### src/common/i3c_cfg.svh
// Bus monitor sizing; I3C_ADDR_BITS + 1 must equal I3C_BYTE_BITS for the address view to fit
`ifndef I3C_CFG_SVH
`define I3C_CFG_SVH

// Synchronizer flops on each bus pin, at least 2
`define I3C_SYNC_STAGES 2

// Data bits in one bus byte
`define I3C_BYTE_BITS 8

// Data bits plus the ACK/T bit that closes a frame
`define I3C_BITS_PER_FRAME 9

// Static or dynamic target address width
`define I3C_ADDR_BITS 7

// The RnW bit takes the byte's LSB after the address,
// so the address view of a byte is
//   [I3C_BYTE_BITS-1:1] address
//   [0]                 RnW
// and the first byte after START is always read through it.
// Bytes after that keep the raw view.

`endif

### src/common/i3c_bus_pkg.sv
// Bus-level types only; edge flags and strobes are valid for exactly one clk_i cycle
`default_nettype none

package i3c_bus_pkg;

  // Synchronized scl/sda levels and their edge flags
  // An edge flag is high in the first cycle the new level is visible
  typedef struct packed {
    logic scl;
    logic sda;
    logic scl_rise;
    logic scl_fall;
    logic sda_rise;
    logic sda_fall;
  } bus_sample_t;

  // Bus conditions seen on the wires
  // START: sda falls while scl is high (also a repeated START)
  // STOP:  sda rises while scl is high
  typedef struct packed {
    logic start;
    logic stop;
  } bus_event_t;

endpackage

`default_nettype wire

### src/common/i3c_frame_pkg.sv
// Framing types; one received byte is read either as address+RnW or as raw data
`default_nettype none

package i3c_frame_pkg;

  `include "i3c_cfg.svh"

  // Address byte as it arrives after START, address MSB first
  typedef struct packed {
    logic [`I3C_ADDR_BITS-1:0] addr;
    logic                      rnw;
  } rx_addr_t;

  // Same received byte in both views
  // Which view is valid depends only on the framing state
  typedef union packed {
    logic [`I3C_BYTE_BITS-1:0] raw;
    rx_addr_t                  addr;
  } rx_byte_u;

  // Framing state of the monitor
  //   IDLE  no transfer open, bytes are dropped
  //   ADDR  START seen, next byte is the address
  //   DATA  address taken, bytes are payload
  typedef enum logic [1:0] {
    IDLE = 2'd0,
    ADDR = 2'd1,
    DATA = 2'd2
  } frame_state_e;

endpackage

`default_nettype wire

### src/design/i3c_phy.sv
// Receive-only pin front end; glitch filtering and bus driving are not provided
`timescale 1ns/1ps
`default_nettype none

`include "i3c_cfg.svh"

module i3c_phy
  import i3c_bus_pkg::*;
(
  input  logic        clk_i,
  input  logic        reset_i,
  input  logic        scl_i,
  input  logic        sda_i,
  output bus_sample_t bus_o
);

  localparam int unsigned sync_stages = `I3C_SYNC_STAGES;

  // Synchronizer chains, stage 0 samples the pin
  logic [sync_stages-1:0] scl_sync;
  logic [sync_stages-1:0] sda_sync;

  // Levels seen one cycle earlier
  logic scl_prev;
  logic sda_prev;

  logic scl_lvl;
  logic sda_lvl;

  // Released bus out of reset, so no false edges follow it
  always_ff @(posedge clk_i) begin
    if (reset_i) begin
      scl_sync <= '1;
      sda_sync <= '1;
      scl_prev <= 1'b1;
      sda_prev <= 1'b1;
    end else begin
      scl_sync <= {scl_sync[sync_stages-2:0], scl_i};
      sda_sync <= {sda_sync[sync_stages-2:0], sda_i};
      scl_prev <= scl_lvl;
      sda_prev <= sda_lvl;
    end
  end

  assign scl_lvl = scl_sync[sync_stages-1];
  assign sda_lvl = sda_sync[sync_stages-1];

  // Edge flags from current vs previous level
  always_comb begin
    bus_o.scl      = scl_lvl;
    bus_o.sda      = sda_lvl;
    bus_o.scl_rise = scl_lvl & ~scl_prev;
    bus_o.scl_fall = ~scl_lvl & scl_prev;
    bus_o.sda_rise = sda_lvl & ~sda_prev;
    bus_o.sda_fall = ~sda_lvl & sda_prev;
  end

endmodule

`default_nettype wire

### src/bus_monitor/bus_condition_detector.sv
// Purely combinational; assumes scl and sda never change in the same synchronized cycle
`timescale 1ns/1ps
`default_nettype none

module bus_condition_detector
  import i3c_bus_pkg::*;
(
  input  bus_sample_t bus_i,
  output bus_event_t  event_o
);

  // sda moving while scl is held high marks a bus condition
  logic scl_high;

  assign scl_high = bus_i.scl;

  // START and repeated START look the same on the wires
  assign event_o.start = bus_i.sda_fall & scl_high;

  // STOP releases the bus
  assign event_o.stop = bus_i.sda_rise & scl_high;

  // The phy reports one sda edge at most per cycle,
  // so START and STOP can never coincide
  always_comb begin
    assert final (!(event_o.start && event_o.stop))
      else $error("bus_condition_detector: start and stop high together");
  end

  // Notes for the consumer:
  //  - The strobes follow the phy edge flags, one cycle wide
  //  - A data bit that changes while scl is low is
  //    ordinary data and raises neither strobe
  //  - A STOP with no START before it is still reported

endmodule

`default_nettype wire

### src/bus_monitor/bit_shifter.sv
// Counts every scl rise as a frame bit; the 9th (ACK/T) bit is skipped and never acknowledged
`timescale 1ns/1ps
`default_nettype none

`include "i3c_cfg.svh"

module bit_shifter
  import i3c_bus_pkg::*;
  import i3c_frame_pkg::*;
(
  input  logic        clk_i,
  input  logic        reset_i,
  input  bus_sample_t bus_i,
  input  bus_event_t  event_i,
  output logic        byte_valid_o,
  output rx_byte_u    byte_o
);

  localparam int unsigned cnt_w = $clog2(`I3C_BITS_PER_FRAME);
  localparam logic [cnt_w-1:0] last_data_bit = cnt_w'(`I3C_BYTE_BITS - 1);
  localparam logic [cnt_w-1:0] ack_bit = cnt_w'(`I3C_BITS_PER_FRAME - 1);

  logic [cnt_w-1:0]          bit_cnt;
  logic [`I3C_BYTE_BITS-1:0] shift_q;
  logic [`I3C_BYTE_BITS-1:0] shift_next;
  logic                      bus_cond;
  logic                      data_bit;
  logic                      byte_done;

  // MSB arrives first
  assign shift_next = {shift_q[`I3C_BYTE_BITS-2:0], bus_i.sda};

  assign bus_cond  = event_i.start | event_i.stop;
  assign data_bit  = bus_i.scl_rise & (bit_cnt != ack_bit) & ~bus_cond;
  assign byte_done = data_bit & (bit_cnt == last_data_bit);

  // Frame bit counter, modulo 9
  // A bus condition realigns it so a repeated START mid-byte starts clean
  always_ff @(posedge clk_i) begin
    if (reset_i) begin
      bit_cnt      <= '0;
      byte_valid_o <= 1'b0;
    end else begin
      byte_valid_o <= byte_done;
      if (bus_cond) begin
        bit_cnt <= '0;
      end else if (bus_i.scl_rise) begin
        if (bit_cnt == ack_bit) begin
          bit_cnt <= '0;
        end else begin
          bit_cnt <= bit_cnt + cnt_w'(1);
        end
      end
    end
  end

  // Shift register and output byte
  always_ff @(posedge clk_i) begin
    if (data_bit) begin
      shift_q <= shift_next;
    end
    if (byte_done) begin
      byte_o.raw <= shift_next;
    end
  end

  // A START needs scl high for a full phase after the 8th rise,
  // so it can never meet the byte strobe
  assert property (@(posedge clk_i) disable iff (reset_i)
    event_i.start |-> !byte_valid_o)
    else $error("bit_shifter: byte strobe in the same cycle as START");

endmodule

`default_nettype wire

### src/bus_monitor/frame_decoder.sv
// Strobes carry no back-pressure; a byte seen before any START, or after STOP, is dropped
`timescale 1ns/1ps
`default_nettype none

`include "i3c_cfg.svh"

module frame_decoder
  import i3c_bus_pkg::*;
  import i3c_frame_pkg::*;
(
  input  logic                      clk_i,
  input  logic                      reset_i,
  input  bus_event_t                event_i,
  input  logic                      byte_valid_i,
  input  rx_byte_u                  byte_i,
  output rx_addr_t                  bus_addr_o,
  output logic                      bus_addr_valid_o,
  output logic [`I3C_BYTE_BITS-1:0] rx_data_o,
  output logic                      rx_data_valid_o
);

  frame_state_e state_q;
  frame_state_e state_next;
  logic         addr_take;
  logic         data_take;

  assign addr_take = byte_valid_i & (state_q == ADDR);
  assign data_take = byte_valid_i & (state_q == DATA);

  // Next state
  always_comb begin
    state_next = state_q;
    case (state_q)
      ADDR: begin
        if (byte_valid_i) begin
          state_next = DATA;
        end
      end
      DATA: begin
        state_next = DATA;
      end
      default: begin
        state_next = IDLE;
      end
    endcase

    // Bus conditions win from any state
    if (event_i.stop) begin
      state_next = IDLE;
    end
    if (event_i.start) begin
      state_next = ADDR;
    end
  end

  // State and strobes
  always_ff @(posedge clk_i) begin
    if (reset_i) begin
      state_q          <= IDLE;
      bus_addr_valid_o <= 1'b0;
      rx_data_valid_o  <= 1'b0;
    end else begin
      state_q          <= state_next;
      bus_addr_valid_o <= addr_take;
      rx_data_valid_o  <= data_take;
    end
  end

  // First byte read as address + RnW, later ones raw
  always_ff @(posedge clk_i) begin
    if (addr_take) begin
      bus_addr_o <= byte_i.addr;
    end
    if (data_take) begin
      rx_data_o <= byte_i.raw;
    end
  end

  // STOP only comes after a whole frame, never with its byte
  assert property (@(posedge clk_i) disable iff (reset_i)
    byte_valid_i |-> !event_i.stop)
    else $error("frame_decoder: byte strobe in the same cycle as STOP");

endmodule

`default_nettype wire

### src/design/i3c_bus_monitor.sv
// Passive I3C receive monitor; never drives scl/sda and never ACKs, results are 1-cycle strobes
`timescale 1ns/1ps
`default_nettype none

`include "i3c_cfg.svh"

module i3c_bus_monitor
  import i3c_bus_pkg::*;
  import i3c_frame_pkg::*;
(
  input  logic                      clk_i,
  input  logic                      reset_i,
  input  logic                      scl_i,
  input  logic                      sda_i,
  output logic                      bus_start_o,
  output logic                      bus_stop_o,
  output rx_addr_t                  bus_addr_o,
  output logic                      bus_addr_valid_o,
  output logic [`I3C_BYTE_BITS-1:0] rx_data_o,
  output logic                      rx_data_valid_o
);

  bus_sample_t bus_sample;
  bus_event_t  bus_event;
  logic        byte_valid;
  rx_byte_u    rx_byte;

  i3c_phy xphy (
    .clk_i  (clk_i),
    .reset_i(reset_i),
    .scl_i  (scl_i),
    .sda_i  (sda_i),
    .bus_o  (bus_sample)
  );

  bus_condition_detector xdetector (
    .bus_i  (bus_sample),
    .event_o(bus_event)
  );

  // Start/stop also realign the bit count
  bit_shifter xshifter (
    .clk_i       (clk_i),
    .reset_i     (reset_i),
    .bus_i       (bus_sample),
    .event_i     (bus_event),
    .byte_valid_o(byte_valid),
    .byte_o      (rx_byte)
  );

  frame_decoder xdecoder (
    .clk_i           (clk_i),
    .reset_i         (reset_i),
    .event_i         (bus_event),
    .byte_valid_i    (byte_valid),
    .byte_i          (rx_byte),
    .bus_addr_o      (bus_addr_o),
    .bus_addr_valid_o(bus_addr_valid_o),
    .rx_data_o       (rx_data_o),
    .rx_data_valid_o (rx_data_valid_o)
  );

  assign bus_start_o = bus_event.start;
  assign bus_stop_o  = bus_event.stop;

endmodule

`default_nettype wire

### config.mk
export PLATFORM = sky130hd
export DESIGN_NAME = i3c_bus_monitor
export DESIGN_NICKNAME = d
export VERILOG_FILES = /design/src/common/i3c_bus_pkg.sv /design/src/common/i3c_frame_pkg.sv /design/src/design/i3c_phy.sv /design/src/bus_monitor/bus_condition_detector.sv /design/src/bus_monitor/bit_shifter.sv /design/src/bus_monitor/frame_decoder.sv /design/src/design/i3c_bus_monitor.sv
export VERILOG_INCLUDE_DIRS = /design/src /design/src/common
export SDC_FILE = /design/constraint.sdc
export NUM_CORES = 1
export LEC_CHECK = 0
export BUFFER_PORTS_ARGS = -buffer_cell sky130_fd_sc_hd__buf_2
export CAP_MARGIN = 10
export CORE_ASPECT_RATIO = 2
export CORE_MARGIN = 5
export CORE_UTILIZATION = 50
export CTS_CLUSTER_DIAMETER = 120
export CTS_CLUSTER_SIZE = 40
export DETAILED_ROUTE_END_ITERATION = 8
export PLACE_DENSITY = 0.71
export SLEW_MARGIN = 30
export SYNTH_ARGS = -nofsm -noshare
export SYNTH_HDL_FRONTEND = slang
export SYNTH_HIERARCHICAL = 1
export SYNTH_SLANG_ARGS = --single-unit
### constraint.sdc
create_clock -name clk_i -period 2.9 [get_ports clk_i]
set_input_delay 0.145 -clock clk_i [delete_from_list [all_inputs] [get_ports clk_i]]
set_output_delay 0.145 -clock clk_i [all_outputs]
set_load 0.05 [all_outputs]
---- Yosys cells after proc, flatten, opt, wreduce, memory -nomap -nowiden ----
Index checks and enable logic that the tools add are counted.
cells by class
  muxes and demuxes ....................... 5
  bitwise operators ....................... 15
  equal/unequal tests ..................... 7
  add/subtract/negate cells ............... 1
  reductions and logical operators ........ 2
operators with widths
  cell                                                 count
  AND 1 bit                                            10
  inequality test 4 bit, second input constant         2
  adder 4 x 1 -> 4 bit, second input constant          1
  equality test 4 x 3 -> 1 bit, second input constant  1
  equality test 4 bit, second input constant           1
  2-to-1 mux 4 bit                                     1
  inverter 1 bit                                       4
  one-hot mux 2 bit (2 select lines)                   1
  OR reduction 3 bit                                   1
  equality test 2 x 1 -> 1 bit, second input constant  1
  equality test 2 bit, second input constant           1
  2-to-1 mux 1 bit                                     2
  2-to-1 mux 2 bit                                     1
  inequality test 2 bit, second input constant         1
  OR reduction 2 bit                                   1
  OR 1 bit                                             1
word-level totals
  bits of input ports ..................... 4
  bits in registers ....................... 46
  output and inout bits ................... 20
  word-level logic and storage cells ...... 45

---- Logic depth before layout (Yosys ltp) ----
Gate-level depths: netlist of the first run.
  word-level depth ........................ 7
  depth in mapped cells ................... 5
  gate-level depth less buffers ........... 5

---- Modules after synthesis ----
The synthesis of the first run kept the hierarchy.
modules (own cells, without submodules)
  module                  times used  cells each  area each (sq um)  seq. area each (sq um)
  bit_shifter             1           47          743.2              550.5
  frame_decoder           1           35          665.6              560.5
  i3c_phy                 1           18          197.7              120.1
  bus_condition_detector  1           2           12.5               0.0

---- Worst setup path before layout of the first run ----
Ideal clock, no wire load.
  kind .................................... register to register
  from .................................... register xphy.sda_sync[1]
  to ...................................... register xshifter/byte_o[0] in the netlist's numbering, enable pin
  setup slack ............................. 1.018 ns
  cell stages (with the launch flop) ...... 4
  buffers on the path ..................... 0
  data required time ...................... 2.517 ns
  data arrival time ....................... 1.499 ns
  setup time .............................. 0.383 ns
  period minus slack after synthesis ...... 1.882 ns
  path through ............................ dfxtp_1 > nor2b_1 > and2_1 > nor3_1
RTL lines
  element                 line               RTL
  start, declared         i3c_phy.sv:21      logic [sync_stages-1:0] sda_sync;
  start signal, assigned  i3c_phy.sv:39      sda_sync <= {sda_sync[sync_stages-2:0], sda_i};
  end, declared           bit_shifter.sv:16  output rx_byte_u byte_o

==> results of run 1 <==
## routing by layer
layer	up-vias	track usage [%]	routed length (um)	part of all wire, %
li1	413	-	-	-
met5	-	0	0	0
met4	0	4.595	13	0.58
met2	19	20.38	1346	61
met3	2	3.967	122	5.5
met1	406	10.80	740	33
## report_power, final
group          total [mW]  switching [mW]  internal (mW)
registers           0.702         0.00360          0.698
clock network       0.375           0.206          0.169
logic              0.0242          0.0146        0.00966
total                1.10           0.224          0.877
## cell usage in the layout (no fill, tap or decap)
master / count
edfxtp_1: 31
buf_2: 23
dfxtp_1: 15
or2_1: 6
clkbuf_8: 5
inv_1: 5
nor2b_1: 5
and2_1: 4
ha_1: 4
nor2_1: 3
a21oi_2: 3
nand2b_1: 2
nand2_1: 2
clkinvlp_4: 1
clkinv_4: 1
clkinv_2: 1
nor3b_1: 1
or3_1: 1
a211oi_1: 1
nand4bb_1: 1
a21oi_1: 1
nand3b_1: 1
and3_2: 1
nand4b_1: 1
nor3_1: 1
or3_4: 1
mux2i_1: 1
nand3_1: 1
and4b_1: 1
a21boi_0: 1
o21ai_1: 1
o21ai_0: 1
nand2_2: 1
a211o_1: 1
buf_4: 1
## sequential cells by signal (all words and copies together), names as in the netlist, 2 cells and up
| register | cells |
|---|---|
| xphy/sda_sync | 2 |
| xphy/scl_sync | 2 |
| xdecoder/bus_addr_o | 8 |
| xshifter/bit_cnt | 4 |
| xdecoder/rx_data_o | 8 |
| xdecoder/state_q | 2 |
| xshifter/shift_q | 7 |
| xshifter/byte_o | 8 |
## cell type report
| class | count | area (um2) | share of cell area [%] |
|---|---|---|---|
| Inverter | 5 | 18.77 | 1.021 |
| Timing Repair Buffer | 24 | 122.6 | 6.671 |
| Tap cell | 31 | 38.79 | 2.110 |
| Clock buffer | 5 | 68.82 | 3.744 |
| Sequential cell | 46 | 1231 | 66.98 |
| Clock inverter | 3 | 21.27 | 1.157 |
| Multi-Input combinational cell | 47 | 336.6 | 18.31 |
## per-stage QoR
stage	worst slack, ns	instance area [um2]	hold slack [ns]	cells
final	1.301	1838	0.03002	161
after global routing	1.187	1838	0.02464	161
after CTS	1.290	1838	0.01901	161
after detailed placement	1.302	1748	0.3266	153
after global placement	1.352	1748	0.3217	153
after floorplan	1.018	1613	0.2141	101
## how the worst min path moves through the flow
stage / from / endpoint / slack (ns) / cells after the start
after CTS: sda_i / xphy/sda_sync[0] / 0.02 / 2
after global routing: sda_i / xphy/sda_sync[0] / 0.02 / 2
after global placement: sda_i / xphy/sda_sync[0] / 0.32 / 2
after floorplan: reset_i / xdecoder/state_q[0] / 0.21 / 1
after detailed placement: sda_i / xphy/sda_sync[0] / 0.33 / 2
final: sda_i / xphy/sda_sync[0] / 0.03 / 2
==> reports/metrics.yaml, run 1 <==
outcome: "finished, final reports clean"
crit_required_ns: 2.90
routabilityCongestion: 0.7656
clock_sinks: 46
rr_endpoint: "xshifter/byte_o[3]"
finalHoldViolations: 0
cp_slowest_stage_delay_ns: 0.43
fillers: 257
fin_crit_ns: 1.599
track_usage_pct: 11.24
die_y_um: 90.32
cp_top_family: "simple AND/OR/NAND/NOR gates"
finalMaxSlewViolations: 0
syn_area_mm2: 0.001613
cts_tree: "done"
r2r_cells: 4
ant_nets: 0
worst-setup-path-type: "flop to flop"
fmax_mhz: 625.2
port_buffers: 23
grt_pass1_vias: 870
rows: 29
drive_above_1_share_pct: 29.23
worstSetupEndpointType: "flop"
via_count: 840
die_area_mm2: 0.004530
skew_ns: 0.007960
htreeDepth: 2
io_pins: 24
antenna_found_initial: 0
area_growth_pct: 13.96
path_depth: 4
worstMarginPinSlew_ns: 0.4939
slew_headroom_pct: 67.00
cts_hold_buf: 0
synth_area_per_cell_um2: 15.97
worst-path-max-fanout: 8
first_iter_violations: 15
antenna_cells: 0
fin_crit_sh_pct: 55.15
vdd_drop_max_v: 0.0004144
wl_per_cell_um: 13.81
drc_errors: 0
grt_pass1_wl_um: 3919
cp.arrival_ns: 1.60
place_hpwl_um: 1651
rrSetupSlack_ns: 1.30
setup-tns-final_ns: 0
fin_util_pct: 58.22
cp.buffers_inverters: 1
crit_chain: "nor2b_1 -> nand4b_1 -> nor3_1 -> buf_4"
first_pass_iters: 4
rsz0062_at_grt: "false"
synth_cells: 101
leakagePower_nw: 0.6585
grt_max_degree: 16
finalPower_mw: 1.101
start_util_pct: 51.09
hp-class: "input port to flop"
critPathLaunch: "xphy/scl_sync[1]"
cp-start-kind: "flop"
cpMaxStageDelayCell: "nor2b_1"
cts_resized: 0
nets: 137
maxCapViolCount: 0
cts_setup_buffers: 0
vias_per_cell: 5.217
overflow: 0
powerDensity_mw_per_mm2: 599.3
core_mm2: 0.003157
route.final.wire_length_um: 2223
r2r_start: "xphy/scl_sync[1]"
finalSetupViolCount: 0
clockRootBuffer: "clkbuf_8"
synth_nets: 109
clk_latency_ns: 0.29
clock_path_buffers: 2
die_width_um: 50.16
crit_end: "xshifter/byte_o[3]"
yosys_warnings: 6
cts.clk_slew.worst_paths_ns: 0.08
cts_buffers: 5
No activity file was read; power rests on OpenSTA's default activity.
==> run 2, diff against run 1 <==
--- a/config.mk
+++ b/config.mk
@@ -6,15 +6,16 @@
 export SDC_FILE = /design/constraint.sdc
 export NUM_CORES = 1
 export LEC_CHECK = 0
+export ABC_AREA = 1
 export BUFFER_PORTS_ARGS = -buffer_cell sky130_fd_sc_hd__buf_2
 export CAP_MARGIN = 10
 export CORE_ASPECT_RATIO = 2
 export CORE_MARGIN = 5
-export CORE_UTILIZATION = 50
+export CORE_UTILIZATION = 49
 export CTS_CLUSTER_DIAMETER = 120
 export CTS_CLUSTER_SIZE = 40
 export DETAILED_ROUTE_END_ITERATION = 8
-export PLACE_DENSITY = 0.71
+export PLACE_DENSITY = 0.73
 export SLEW_MARGIN = 30
 export SYNTH_ARGS = -nofsm -noshare
 export SYNTH_HDL_FRONTEND = slang
==> constraint.sdc (replaced) <==
create_clock -name clk_i -period 1.35 [get_ports clk_i]
set_input_delay 0.0675 -clock clk_i [delete_from_list [all_inputs] [get_ports clk_i]]
set_output_delay 0.0675 -clock clk_i [all_outputs]
set_load 0.05 [all_outputs]
==> run 2 against run 1 <==
The run now ends with negative setup slack left. Count of clock-buffer cells in the layout rose by 1. Flip-flop and latch count did not move. Largest cell class unchanged. Sequential power rose by 120%. Via count rose by 19%. Worst setup slack got worse by 1.3 ns. Wire length rose by 12%.
==> reports/metrics.yaml, run 2 <==
crit_chain: "buf_4 -> buf_4 -> ha_2 -> nand3_2 -> nor2_4"
slew_headroom_pct: 79.25  # +12 points
yosys_warnings: 6  # unchanged
synth_nets: 134  # +23%
grt_busiest_layer: "met2"
cp.buffers_inverters: 2  # +1
port_buffers: 23  # unchanged
wl_per_cell_um: 12.26  # -11%
cp-start-kind: "flop"
cpMaxStageDelayCell: "dfxtp_2"
synth_area_per_cell_um2: 13.00  # -19%
syn_area_mm2: 0.001638  # +1.6%
top_regs: "xdecoder/bus_addr_o (8), xdecoder/rx_data_o (8), xshifter/byte_o (8)"
first_pass_iters: 3  # -1
track_usage_pct: 11.73  # +0.49 points
area_growth_pct: 25.52
overflow: 0  # unchanged
rr_endpoint: "xshifter/byte_o[4]"
setup-tns-final_ns: -0.3283  # -0.3283 ns
final_cells: 203  # +26%
die_y_um: 91.76  # +1.6%
antenna_cells: 0  # unchanged
maxCapViolCount: 0  # unchanged
rrSetupSlack_ns: -0.04  # -1.34 ns
core_mm2: 0.003193  # +1.1%
final_common_cell: "edfxtp_1"
fin_area_mm2: 0.002056  # +12%
fin_crit_sh_pct: 103.1  # +48 points
vias_per_cell: 4.931  # -5.5%
nets: 179  # +31%
skew_ns: 0.001930  # -0.006030 ns
r2r_start: "xshifter/bit_cnt[0]"
cts_buffers: 5  # unchanged
powerDensity_mw_per_mm2: 1145  # +91%
place_hpwl_um: 1877  # +14%
hold_slack_ns: 0.07505  # +0.04503 ns
clock_sinks: 46  # unchanged
fmax_mhz: 718.3  # +15%
use_met3_pct: 4.221  # +0.25 points
cp_slowest_stage_delay_ns: 0.34  # -0.09 ns
die_area_mm2: 0.004669  # +3.1%
final_cell_mix: "31 x edfxtp_1, 21 x buf_2, 19 x inv_1, 19 x nand2_1, 14 x buf_4"
route.final.wire_length_um: 2489  # +12%
worstHoldEndpoint: "xdecoder/state_q[0]"
synth_cells: 126  # +25%
cts_tree: "done"
violations: "negative setup slack"
dp.cells: 189  # +24%
worstSetupEndpointType: "flop"
r2r_cells: 5  # +1
htreeDepth: 2  # unchanged
grtUsageMet2_pct: 20.95  # +0.58 points
io_pins: 24  # unchanged
grt_max_degree: 15  # -1
grt_pass1_vias: 1023  # +18%
hp-class: "input port to flop"
cts.clk_slew.worst_paths_ns: 0.07  # about the same
met1_usage_pct: 9.601  # -1.2 points
fin_util_pct: 64.38  # +6.2 points
worst-setup-path-type: "flop to flop"
worstMarginPinSlew_ns: 0.3109  # -0.1830 ns
ant_nets: 0  # unchanged
rows: 29  # unchanged
start_util_pct: 51.29  # +0.20 points
rsz0062_at_grt: "true"
clk_latency_ns: 0.29  # about the same
outcome: "finished with violations"
crit_top_cell: "buf_4"
vdd_drop_max_v: 0.001094  # +160%
grt_pass1_wl_um: 4140  # +5.6%
drive_above_1_share_pct: 39.53  # +10 points
min_path_cells: 2  # unchanged
leakagePower_nw: 0.8455  # +28%
drc_errors: 0  # unchanged
routabilityCongestion: 0.7602  # -0.71%
finalSetupViolCount: 8  # +8
finalMaxSlewViolations: 0  # unchanged
antenna_found_initial: 0  # unchanged
critPathLaunch: "xshifter/bit_cnt[0]"
die_width_um: 50.88  # +1.4%
first_iter_violations: 4  # -11
finalHoldViolations: 0  # unchanged
worst-path-max-fanout: 8  # unchanged
cp.arrival_ns: 1.37  # -0.23 ns
clock_path_buffers: 2  # unchanged
timing.final.ws_setup_ns: -0.04209  # -1.343 ns
crit_required_ns: 1.33  # -1.57 ns
min_from: "reset_i"
cp_top_family: "simple AND/OR/NAND/NOR gates"
fin_crit_ns: 1.392  # -0.2073 ns
placed_cell_area_mm2: 0.001867  # +6.8%
via_count: 1001  # +19%
clockRootBuffer: "clkbuf_8"
run 2: routing by layer:
| layer | wire length, um | vias up |
|---|---|---|
| met5 | 0 | - |
| met4 | 144 | 0 |
| met3 | 185 | 16 |
| met2 | 1431 | 35 |
| met1 | 727 | 458 |
| li1 | - | 492 |
run 2: metrics by stage:
stage | worst slack [ns] | power (mW)
after global routing | -0.09713 | 2.454
after detailed placement | -0.1244 | 1.608
after global placement | -0.01184 | 1.604
after CTS | -0.05078 | 2.380
final | -0.04209 | 2.353
after floorplan | -0.2311 | 1.581
run 2: final cells by class:
type | count | area [um2]
clock inverter | 2 | 10.01
tap | 31 | 38.79
sequential | 46 | 1235
inverter | 26 | 100.1
fill | 260 | 1137
multi-input combinational | 52 | 331.6
clock buffer | 6 | 72.57
timing repair buffer | 40 | 267.8
run 2: worst register-to-register path, stage by stage, from the launching register on:
cell     delay, ns
dfxtp_2       0.34
buf_4         0.10
buf_4         0.10
ha_2          0.19
nand3_2       0.11
nor2_4        0.24
run 2: repair_timing:
item,in CTS,in global routing
endpoints found under the setup margin,17,19
resized for setup,11,9
hold endpoints to repair,2,0
hold buffers,2,0
pin swaps,3,3
buffers inserted,3,1
run 2: worst max-delay path by stage:
stage,end,slack (ns),depth (start not counted)
after floorplan,xshifter/shift_q[0],-0.23,7
after global placement,xshifter/shift_q[0],-0.01,5
after detailed placement,xshifter/shift_q[0],-0.12,5
after CTS,xshifter/byte_o[4],-0.05,5
after global routing,xshifter/byte_o[4],-0.1,5
final,xshifter/byte_o[4],-0.04,5
run 2: report_power, final:
group          total (mW)  leakage [nW]  switching (mW)  internal (mW)
combinational      0.0857         0.398          0.0489         0.0367
clock               0.760        0.0450           0.402          0.358
sequential           1.51         0.402         0.00651           1.50
